### src/rsFieldPkg.sv
// GF(2^8) field package for the Reed-Solomon encoder.
// Holds the symbol width, the field polynomial and the constant
// functions that multiply two symbols and build the generator
// polynomial coefficients at elaboration time.

package rsFieldPkg;

   localparam int symbolWidth = 8;
   localparam logic [symbolWidth:0] fieldPoly = 9'h11D;   // x^8+x^4+x^3+x^2+1
   localparam logic [symbolWidth-1:0] alpha = 8'h02;      // primitive element
   localparam int maxOrder = 255;                         // longest generator

   // -------------------------------------------------------------------------
   // symbol product, shift and add with reduction by fieldPoly
   // -------------------------------------------------------------------------
   function automatic logic [symbolWidth-1:0] gfMul(
      input logic [symbolWidth-1:0] a,
      input logic [symbolWidth-1:0] b
   );
      logic [symbolWidth-1:0] prod;
      logic [symbolWidth-1:0] aShift;
      int i;
      prod = '0;
      aShift = a;
      for (i = 0; i < symbolWidth; i++) begin
         if (b[i]) begin
            prod = prod ^ aShift;
         end
         // multiply by x, fold the x^8 term back in
         if (aShift[symbolWidth-1]) begin
            aShift = {aShift[symbolWidth-2:0], 1'b0} ^ fieldPoly[symbolWidth-1:0];
         end
         else begin
            aShift = {aShift[symbolWidth-2:0], 1'b0};
         end
      end
      return prod;
   endfunction

   // -------------------------------------------------------------------------
   // coefficient of x^index in g(x) = prod (x - alpha^j), j = 0..parityLength-1
   // -------------------------------------------------------------------------
   function automatic logic [symbolWidth-1:0] generatorCoeff(
      input int parityLength,
      input int index
   );
      logic [symbolWidth-1:0] coeff [0:maxOrder];
      logic [symbolWidth-1:0] root;
      int j;
      int k;
      for (k = 0; k <= maxOrder; k++) begin
         coeff[k] = '0;
      end
      coeff[0] = 8'h01;   // start from g(x) = 1
      root = 8'h01;       // alpha^0
      for (j = 0; j < parityLength; j++) begin
         // times (x + root), minus equals plus here
         for (k = j + 1; k > 0; k--) begin
            coeff[k] = coeff[k-1] ^ gfMul(coeff[k], root);
         end
         coeff[0] = gfMul(coeff[0], root);
         root = gfMul(root, alpha);
      end
      return coeff[index];
   endfunction

endpackage

### src/rsFramePkg.sv
// Codeword format package for the Reed-Solomon encoder.
// Gives the data and parity lengths of one codeword and the width
// of the symbol position counter.

package rsFramePkg;

   // -------------------------------------------------------------------------
   // codeword layout
   // -------------------------------------------------------------------------
   localparam int dataSymbols = 192;     // data bytes, sent first
   localparam int paritySymbols = 16;    // parity bytes, appended
   localparam int codewordSymbols = dataSymbols + paritySymbols;

   // position counter must hold codewordSymbols itself
   localparam int countWidth = 8;

endpackage

### src/rsEncoderTop.sv
// Reed-Solomon encoder top level, GF(2^8), systematic.
// Passes the data bytes of each codeword through unchanged and
// appends the parity bytes on the same byte stream. The frame
// sequencer and the parity chain run side by side, and the output
// selector merges their results.

`timescale 1ns/1ps

module rsEncoderTop #(
   parameter int dataLength = rsFramePkg::dataSymbols,
   parameter int parityLength = rsFramePkg::paritySymbols,
   parameter int codewordLength = rsFramePkg::codewordSymbols
) (
   input  logic                               CLK,
   input  logic                               RESET,
   input  logic                               enable,     // clock enable, stalls the frame
   input  logic                               startPls,   // marks data symbol 0
   input  logic [rsFieldPkg::symbolWidth-1:0] dataIn,
   output logic [rsFieldPkg::symbolWidth-1:0] dataOut
);

   logic                               clearChain;
   logic                               dataPhase;
   logic                               parityPhase;
   logic [rsFramePkg::countWidth-1:0]  count;        // seen by the bound checks
   logic [rsFieldPkg::symbolWidth-1:0] parityTail;

   // -------------------------------------------------------------------------
   // frame sequencer
   // -------------------------------------------------------------------------
   rsFrameSequencer #(
      .dataLength     (dataLength),
      .codewordLength (codewordLength)
   ) sequencer0 (
      .CLK         (CLK),
      .RESET       (RESET),
      .enable      (enable),
      .startPls    (startPls),
      .clearChain  (clearChain),
      .dataPhase   (dataPhase),
      .parityPhase (parityPhase),
      .count       (count)
   );

   // -------------------------------------------------------------------------
   // parity chain
   // -------------------------------------------------------------------------
   rsParityGenerator #(
      .parityLength (parityLength)
   ) parity0 (
      .CLK        (CLK),
      .RESET      (RESET),
      .enable     (enable),
      .clearChain (clearChain),
      .dataPhase  (dataPhase),
      .dataIn     (dataIn),
      .parityTail (parityTail)
   );

   // -------------------------------------------------------------------------
   // output stream
   // -------------------------------------------------------------------------
   rsOutputSelector selector0 (
      .CLK         (CLK),
      .RESET       (RESET),
      .enable      (enable),
      .parityPhase (parityPhase),
      .dataIn      (dataIn),
      .parityTail  (parityTail),
      .dataOut     (dataOut)
   );

endmodule

### src/rsFrameSequencer.sv
// Frame sequencer of the Reed-Solomon encoder.
// Counts symbol positions from the start pulse, idles after the
// last parity symbol and derives the phase flags that steer the
// parity chain and the output selector.

`timescale 1ns/1ps

module rsFrameSequencer #(
   parameter int dataLength = rsFramePkg::dataSymbols,
   parameter int codewordLength = rsFramePkg::codewordSymbols
) (
   input  logic                             CLK,
   input  logic                             RESET,
   input  logic                             enable,
   input  logic                             startPls,
   output logic                             clearChain,
   output logic                             dataPhase,
   output logic                             parityPhase,
   output logic [rsFramePkg::countWidth-1:0] count
);

   localparam logic [rsFramePkg::countWidth-1:0] dataEnd =
      dataLength[rsFramePkg::countWidth-1:0];
   localparam logic [rsFramePkg::countWidth-1:0] lastCount =
      codewordLength[rsFramePkg::countWidth-1:0];

   // -------------------------------------------------------------------------
   // position counter
   // -------------------------------------------------------------------------
   always_ff @(posedge CLK or negedge RESET) begin
      if (!RESET) begin
         count <= '0;
      end
      else if (enable) begin
         if (startPls) begin
            count <= 1;                      // position 0 taken on this edge
         end
         else if ((count == '0) || (count == lastCount)) begin
            count <= '0;                     // idle until next start
         end
         else begin
            count <= count + 1'b1;
         end
      end
   end

   // -------------------------------------------------------------------------
   // phase flags
   // -------------------------------------------------------------------------
   assign clearChain = startPls;                          // fresh division
   assign dataPhase = startPls || (count < dataEnd);      // feedback from data
   assign parityPhase = (count > dataEnd);                // output from parity

endmodule

### src/rsOutputSelector.sv
// Output selector of the Reed-Solomon encoder.
// Holds the last data symbol and the last parity tail on enabled
// edges and registers one of them onto the output stream on every
// clock edge, so the output stays put while the frame is stalled.

`timescale 1ns/1ps

module rsOutputSelector (
   input  logic                               CLK,
   input  logic                               RESET,
   input  logic                               enable,
   input  logic                               parityPhase,
   input  logic [rsFieldPkg::symbolWidth-1:0] dataIn,
   input  logic [rsFieldPkg::symbolWidth-1:0] parityTail,
   output logic [rsFieldPkg::symbolWidth-1:0] dataOut
);

   logic [rsFieldPkg::symbolWidth-1:0] dataHold;
   logic [rsFieldPkg::symbolWidth-1:0] parityHold;
   logic [rsFieldPkg::symbolWidth-1:0] selected;

   // -------------------------------------------------------------------------
   // holding registers
   // -------------------------------------------------------------------------
   always_ff @(posedge CLK or negedge RESET) begin
      if (!RESET) begin
         dataHold <= '0;
         parityHold <= '0;
      end
      else if (enable) begin
         dataHold <= dataIn;
         parityHold <= parityTail;           // one symbol behind the chain
      end
   end

   assign selected = parityPhase ? parityHold : dataHold;

   // -------------------------------------------------------------------------
   // output register, loads regardless of enable
   // -------------------------------------------------------------------------
   always_ff @(posedge CLK or negedge RESET) begin
      if (!RESET) begin
         dataOut <= '0;
      end
      else begin
         dataOut <= selected;
      end
   end

endmodule

### src/rsParityGenerator.sv
// Parity generator of the Reed-Solomon encoder.
// An LFSR of constant GF(2^8) multipliers divides data(x)*x^n by
// the generator polynomial. After the last data symbol the chain
// holds the remainder and shifts it out of the tail, highest
// coefficient first.

`timescale 1ns/1ps

module rsParityGenerator #(
   parameter int parityLength = rsFramePkg::paritySymbols
) (
   input  logic                               CLK,
   input  logic                               RESET,
   input  logic                               enable,
   input  logic                               clearChain,
   input  logic                               dataPhase,
   input  logic [rsFieldPkg::symbolWidth-1:0] dataIn,
   output logic [rsFieldPkg::symbolWidth-1:0] parityTail
);

   logic [rsFieldPkg::symbolWidth-1:0] feedback;
   logic [rsFieldPkg::symbolWidth-1:0] chain [parityLength];

   assign parityTail = chain[parityLength-1];

   // -------------------------------------------------------------------------
   // feedback symbol
   // -------------------------------------------------------------------------
   always_comb begin
      if (clearChain) begin
         feedback = dataIn;                  // tail counts as zero
      end
      else if (dataPhase) begin
         feedback = dataIn ^ parityTail;
      end
      else begin
         feedback = '0;                      // parity shift-out
      end
   end

   // -------------------------------------------------------------------------
   // division stages
   // -------------------------------------------------------------------------
   genvar i;
   generate
      for (i = 0; i < parityLength; i++) begin : stageLoop
         // coefficient of x^i, the monic x^n term is implicit
         localparam logic [rsFieldPkg::symbolWidth-1:0] stageCoeff =
            rsFieldPkg::generatorCoeff(parityLength, i);

         logic [rsFieldPkg::symbolWidth-1:0] product;
         logic [rsFieldPkg::symbolWidth-1:0] prevStage;

         // constant operand, reduces to an XOR matrix
         assign product = rsFieldPkg::gfMul(feedback, stageCoeff);

         if (i == 0) begin : headStage
            assign prevStage = '0;
         end
         else begin : innerStage
            assign prevStage = chain[i-1];
         end

         always_ff @(posedge CLK or negedge RESET) begin
            if (!RESET) begin
               chain[i] <= '0;
            end
            else if (enable) begin
               if (clearChain) begin
                  chain[i] <= product;       // drop the previous frame
               end
               else begin
                  chain[i] <= prevStage ^ product;
               end
            end
         end
      end
   endgenerate

endmodule

### config.mk
export PLATFORM = sky130hd
export DESIGN_NAME = rsEncoderTop
export DESIGN_NICKNAME = d
export VERILOG_FILES = /design/src/rsFieldPkg.sv /design/src/rsFramePkg.sv /design/src/rsEncoderTop.sv /design/src/rsFrameSequencer.sv /design/src/rsOutputSelector.sv /design/src/rsParityGenerator.sv
export SDC_FILE = /design/constraint.sdc
export NUM_CORES = 1
export LEC_CHECK = 0
export BUFFER_PORTS_ARGS = -buffer_cell sky130_fd_sc_hd__buf_2
export CAP_MARGIN = 20
export CORE_MARGIN = 5
export CORE_UTILIZATION = 66
export CTS_CLUSTER_DIAMETER = 40
export DETAILED_ROUTE_END_ITERATION = 7
export PLACE_DENSITY = 0.8
export SLEW_MARGIN = 20
export SYNTH_ARGS = -nofsm -noshare
export SYNTH_HDL_FRONTEND = slang
export SYNTH_HIERARCHICAL = 1
export SYNTH_SLANG_ARGS = --single-unit
### constraint.sdc
create_clock -name CLK -period 8.65 [get_ports CLK]
set_input_delay 0.865 -clock CLK [delete_from_list [all_inputs] [get_ports CLK]]
set_output_delay 0.865 -clock CLK [all_outputs]
set_load 0.05 [all_outputs]
**Word level (Yosys, flattened, before mapping)**

Index checks and enable logic that the tools add are counted.

- Register bits: 160
- Output and inout bits: 8
- Word-level logic and storage cells: 108
- Bits of input ports: 12

- Reductions and logical operators: 3
- Bitwise logic cells: 54
- Equality and inequality tests: 1
- Multiplexer cells: 27
- Add/subtract/negate cells: 1
- Order comparisons: 2

Operators with widths:

| kind | count |
|---|---|
| XOR 8 bit | 47 |
| 2-to-1 mux 8 bit | 20 |
| 2-to-1 mux 5 bit | 7 |
| NOT 4 bit | 7 |
| adder 8 x 1 -> 8 bit (second input constant) | 1 |
| equality test 8 bit (second input constant) | 1 |
| > comparator 8 bit (second input constant) | 1 |
| zero test 8 bit | 1 |
| less-than comparator 8 bit (second input constant) | 1 |
| logical OR 1 bit | 2 |

**Logic depth before layout (Yosys ltp)**

- Depth in word-level cells: 21
- Mapped depth: 13
- Gate-level depth less buffers: 8

**Cells and area by module**

The synthesis kept the hierarchy.

Modules (own cells, without submodules):

| module | area an instance (um^2) | cells each | seq. area each (um^2) | instances |
|---|---|---|---|---|
| rsParityGenerator | 8618.3 | 802 | 3203.1 | 1 |
| rsOutputSelector | 944.7 | 51 | 600.6 | 1 |
| rsFrameSequencer | 509.2 | 50 | 200.2 | 1 |

**Worst setup path after synthesis**

OpenSTA, ideal clock, no wires.

- Path kind: input port to flip-flop
- From: input startPls
- To: register parity0.chain, in the netlist parity0/stageLoop[4].prevStage[2]
- Slack: 5.142 ns
- Buffers on the path: 4
- Data required time: 8.525 ns
- Library setup time: 0.125 ns
- Arrival time: 3.383 ns
- Stages: 11
- Cells stage by stage: clkbuf_1 > nand3b_1 > buf_4 > nand2b_1 > buf_4 > o311ai_0 > buf_4 > xor2_1 > xnor3_1 > xnor2_1 > mux2_2

- Longest elaborated chain between the ends: 11
- Elaborated cells between the ends (all ways): 17
- Classes of those cells: mux (9); bitwise (7); reduce/logical (1)

Ends and longest elaborated chain:

| element | RTL line | text |
|---|---|---|
| start, declared | rsEncoderTop.sv:17 | `input logic startPls,` |
| logical OR 1 bit * | rsFrameSequencer.sv:51 | `assign dataPhase = startPls \|\| (count < dataEnd);` |
| named net dataPhase | rsEncoderTop.sv:23 | `logic dataPhase;` |
| 2-to-1 mux 8 bit * | rsParityGenerator.sv:33 | `else if (dataPhase) begin` |
| 2-to-1 mux 8 bit * | rsParityGenerator.sv:30 | `if (clearChain) begin` |
| 2-to-1 mux 5 bit / NOT 4 bit (equally long branches) | - |  |
| 2-to-1 mux 5 bit | rsFieldPkg.sv:30 | `if (aShift[symbolWidth-1]) begin` |
| NOT 4 bit (no line) | - |  |
| 2-to-1 mux 5 bit | rsFieldPkg.sv:30 |  |
| XOR 8 bit / 2-to-1 mux 5 bit (equally long branches) | - |  |
| XOR 8 bit * | rsFieldPkg.sv:27 | `prod = prod ^ aShift;` |
| XOR 8 bit | rsParityGenerator.sv:73 | `chain[i] <= prevStage ^ product;` |
| 2-to-1 mux 8 bit * | rsParityGenerator.sv:69 | `if (clearChain) begin` |
| end signal, assigned by index | rsParityGenerator.sv:70 | `chain[i] <= product;` |
| end signal, assigned by index | rsParityGenerator.sv:73 |  |
| end, declared | rsParityGenerator.sv:22 | `logic [rsFieldPkg::symbolWidth-1:0] chain [parityLength];` |

The timed path passes the listed nets; every way through them passes the cells marked *.
A chain may end at the register's enable or synchronous reset.

**Final worst setup path**

- From: input startPls
- To: register parity0.chain, in the netlist parity0/stageLoop[5].prevStage[2]

- Longest elaborated chain between the ends: 13
- Elaborated cells between the ends (all ways): 22
- Classes of those cells: mux (10); bitwise (11); reduce/logical (1)

Ends and longest elaborated chain:

| element | RTL line |
|---|---|
| logical OR 1 bit * | rsFrameSequencer.sv:51 |
| named net dataPhase | rsEncoderTop.sv:23 |
| 2-to-1 mux 8 bit * | rsParityGenerator.sv:33 |
| 2-to-1 mux 8 bit * | rsParityGenerator.sv:30 |
| NOT 4 bit (no line) | - |
| 2-to-1 mux 5 bit | rsFieldPkg.sv:30 |
| NOT 4 bit (no line) | - |
| 2-to-1 mux 5 bit | rsFieldPkg.sv:30 |
| NOT 4 bit (no line) | - |
| 2-to-1 mux 5 bit | rsFieldPkg.sv:30 |
| 2-to-1 mux 5 bit | - |
| XOR 8 bit * | rsFieldPkg.sv:27 |
| XOR 8 bit | rsParityGenerator.sv:73 |
| 2-to-1 mux 8 bit * | rsParityGenerator.sv:69 |

Marks and branches as above.

==> flow_summary.ini <==
[routing]
vias_per_cell = 5.93
ant_nets = 0
drtPass1Iterations = 5
drtIter0Drc = 536
wl_per_cell_um = 20.8
vias = 6450
drt_wl_total_mm = 22.7
drc = 0

[setup_path]
critical_path.most_common_cell = xor2_4
worst-path-stages = 8
arrival_ns = 4.76
critical_path.endpoint_type = flip-flop
cp_slowest_stage_delay_ns = 0.97
crit_required_ns = 8.96
reg2reg_to = parity0/stageLoop[5].prevStage[2]$_DFFE_PN0P_
startpoint_type = primary input
crit_family = XOR/XNOR gates
critical_path_buf_inv_count = 1
reg2regPathDepth = 7
worstPathMaxFanout = 42
cp_cell_sequence = buf_4 > nand3b_1 > nand2b_1 > o311ai_4 > xor2_4 > xor2_4 > xnor3_1 > mux2_2
crit_end = parity0/stageLoop[5].prevStage[2]$_DFFE_PN0P_
reg2reg_from = sequencer0/count[7]$_DFFE_PN0P_
crit_type = primary input to flip-flop
cp-startpoint = startPls
crit_path_top_delay_cell = o311ai_4
ff2ff_setup_slack_ns = 4.63

[cts]
cts_setup_buffers = 0
hold_buffers = 0
cts_buffer_depth = 2
clock_sinks = 160
cts_root_buf = clkbuf_16
insertion_delay_ns = 0.43
tritoncts = built
post_cts_resized = 0
numCtsBuffers = 17
ctsHtreeMaxLevel = 4
clkTransAtPathRegs_ns = 0.06

[timing]
setup_tns_ns = 0
maxSlewHeadroom_pct = 33.1
fmax_mhz = 225
finalCritPeriodShare_pct = 51.4
setup_viol = 0
fin_crit_ns = 4.45
clock_skew_ns = 0.00990
slew_viol_final = 0
hold_viol = 0
worst_pin_slew_ns = 1.00
rsz0062_at_grt = false

[final_layout]
mostFrequentLayoutCells = 213 x xnor2_1, 160 x dfrtp_1, 133 x mux2_2, 70 x nand2_1, 70 x nor2b_1
finalNetCount = 902
drive_above_1_share_pct = 24.3
regArea_mm2 = 0.00400
area_growth_pct = 7.27
multi_input_area_mm2 = 0.00574
n_fill_cell = 1059
layout_commonest_cell = xnor2_1
insertedDiodeCount = 0

[floorplan]
die_area_mm2 = 0.0178
start_util_pct = 66.7
core_mm2 = 0.0151
num_rows = 45
io_pins = 20
die_h_um = 134
die_w_um = 134

[global_routing]
grt_pass1_vias = 6621
grt_max_degree = 102
antenna_found_initial = 0
grt_pass1_wl_mm = 36.8
track_usage_pct = 26.5
grt.overflow.total = 0

[place]
hpwl_mm = 15.0
io_buffers = 19
routabilityCongestion = 0.851

[synthesis]
async_flop_share_pct = 100
yosysWarnings = 6
synth_area_mm2 = 0.0101
syn_nets = 917
synth_cells = 903
ys_types = 51
ys_seq_area_share_pct = 39.8
syn_area_per_cell_um2 = 11.2
ys_ff_latch = 160
synthFlopType = dfrtp_1
synth_edf_count = 0

[run_status]
status = complete, no violations

[job]
cap_violations = 0

[worst_hold_path]
min_path_type = primary input to asynchronous set/reset pin
-- registers in the layout (all words and copies together) (netlist names) --
signal	count
sequencer0/count	8
selector0/parityHold	8
selector0/dataHold	8
parity0/parityTail	8
selector0/dataOut	8
parity0/stageLoop.prevStage	120
-- cells in the mapped netlist, types with 4 or more instances --
cell	count	area share (%)
o21a_1	5	0.37
or3_1	4	0.25
nand3_1	11	0.55
xnor3_1	8	1.8
a21oi_1	17	0.84
xor2_4	4	1.1
nor2b_1	71	4.4
o21ai_0	12	0.60
xor2_1	41	3.6
mux2i_1	4	0.40
mux2_2	133	15
xnor2_1	213	19
mux2_4	10	1.5
o22ai_1	4	0.25
buf_2	17	0.84
nand2_1	70	2.6
inv_1	9	0.34
buf_1	6	0.22
buf_4	6	0.45
dfrtp_1	160	40
clkbuf_1	32	1.2
o211ai_1	5	0.37
nor2_1	16	0.60
-- cell type report --
class / count / share of cell area (%)
multi-input cells: 670 / 53.1
repair buffers: 30 / 1.82
well taps: 188 / 2.18
flip-flops and latches: 160 / 37.1
inverters: 9 / 0.313
clock buffers: 20 / 4.32
clock inverters: 11 / 1.22
-- how the worst min path moves through the flow --
stage,depth (start not counted),slack [ns],start,to
CTS,2,0.50,parity0/stageLoop[15].prevStage[2]$_DFFE_PN0P_,parity0/stageLoop[15].prevStage[2]$_DFFE_PN0P_
detailed placement,2,0.48,parity0/stageLoop[15].prevStage[2]$_DFFE_PN0P_,parity0/stageLoop[15].prevStage[2]$_DFFE_PN0P_
floorplan,2,0.44,parity0/stageLoop[15].prevStage[2]$_DFFE_PN0P_,parity0/stageLoop[15].prevStage[2]$_DFFE_PN0P_
global placement,2,0.46,parity0/stageLoop[15].prevStage[2]$_DFFE_PN0P_,parity0/stageLoop[15].prevStage[2]$_DFFE_PN0P_
finish,1,0.49,RESET,parity0/stageLoop[12].prevStage[2]$_DFFE_PN0P_
global route,1,0.51,parity0/stageLoop[2].prevStage[2]$_DFFE_PN0P_,parity0/stageLoop[2].prevStage[2]$_DFFE_PN0P_
-- per-stage QoR --
step | setup WS (ns) | cells | hold WS, ns | utilization (%) | instance area (um2)
2_1_floorplan | 5.14 | 903 | 0.442 | - | 10100
3_3_place_gp | 3.94 | 1057 | 0.460 | 67.6 | 10200
3_5_place_dp | 3.82 | 1057 | 0.482 | 67.6 | 10200
4_1_cts | 4.25 | 1088 | 0.495 | 71.6 | 10800
5_1_grt | 4.04 | 1088 | 0.512 | 71.6 | 10800
6_report | 4.20 | 1088 | 0.491 | 71.6 | 10800
-- routing by layer --
layer	share of wire, %	GRT usage [%]	vias to the layer above
li1	-	-	2953
met1	43	34.9	3267
met2	50	43.7	198
met3	5.1	5.78	32
met4	2.4	8.86	0
met5	0	0	-
-- worst reg2reg max path: stages, from the launching register on --
cell      delay (ns)
dfrtp_1         0.45
nand3b_1        0.49
nand2b_1        0.48
o311ai_4        0.97
xor2_4          0.54
xor2_4          0.28
xnor3_1         0.43
mux2_2          0.27
-- kinds of logic after synthesis --
| group | Yosys count | synth area share (%) |
|---|---|---|
| DFF | 160 | 39.8 |
| xor gates and xnor gates | 266 | 25.0 |
| muxes | 147 | 16.8 |
| adders and majority gates | 2 | 0.248 |
| and+or+nand+nor | 188 | 9.61 |
| buffers and inverters | 73 | 3.47 |
| AOI/OAI and AO/OA | 67 | 5.19 |
Power is not shown: default switching activity piles up to over one toggle a cycle in this logic, so the estimate is an artifact.
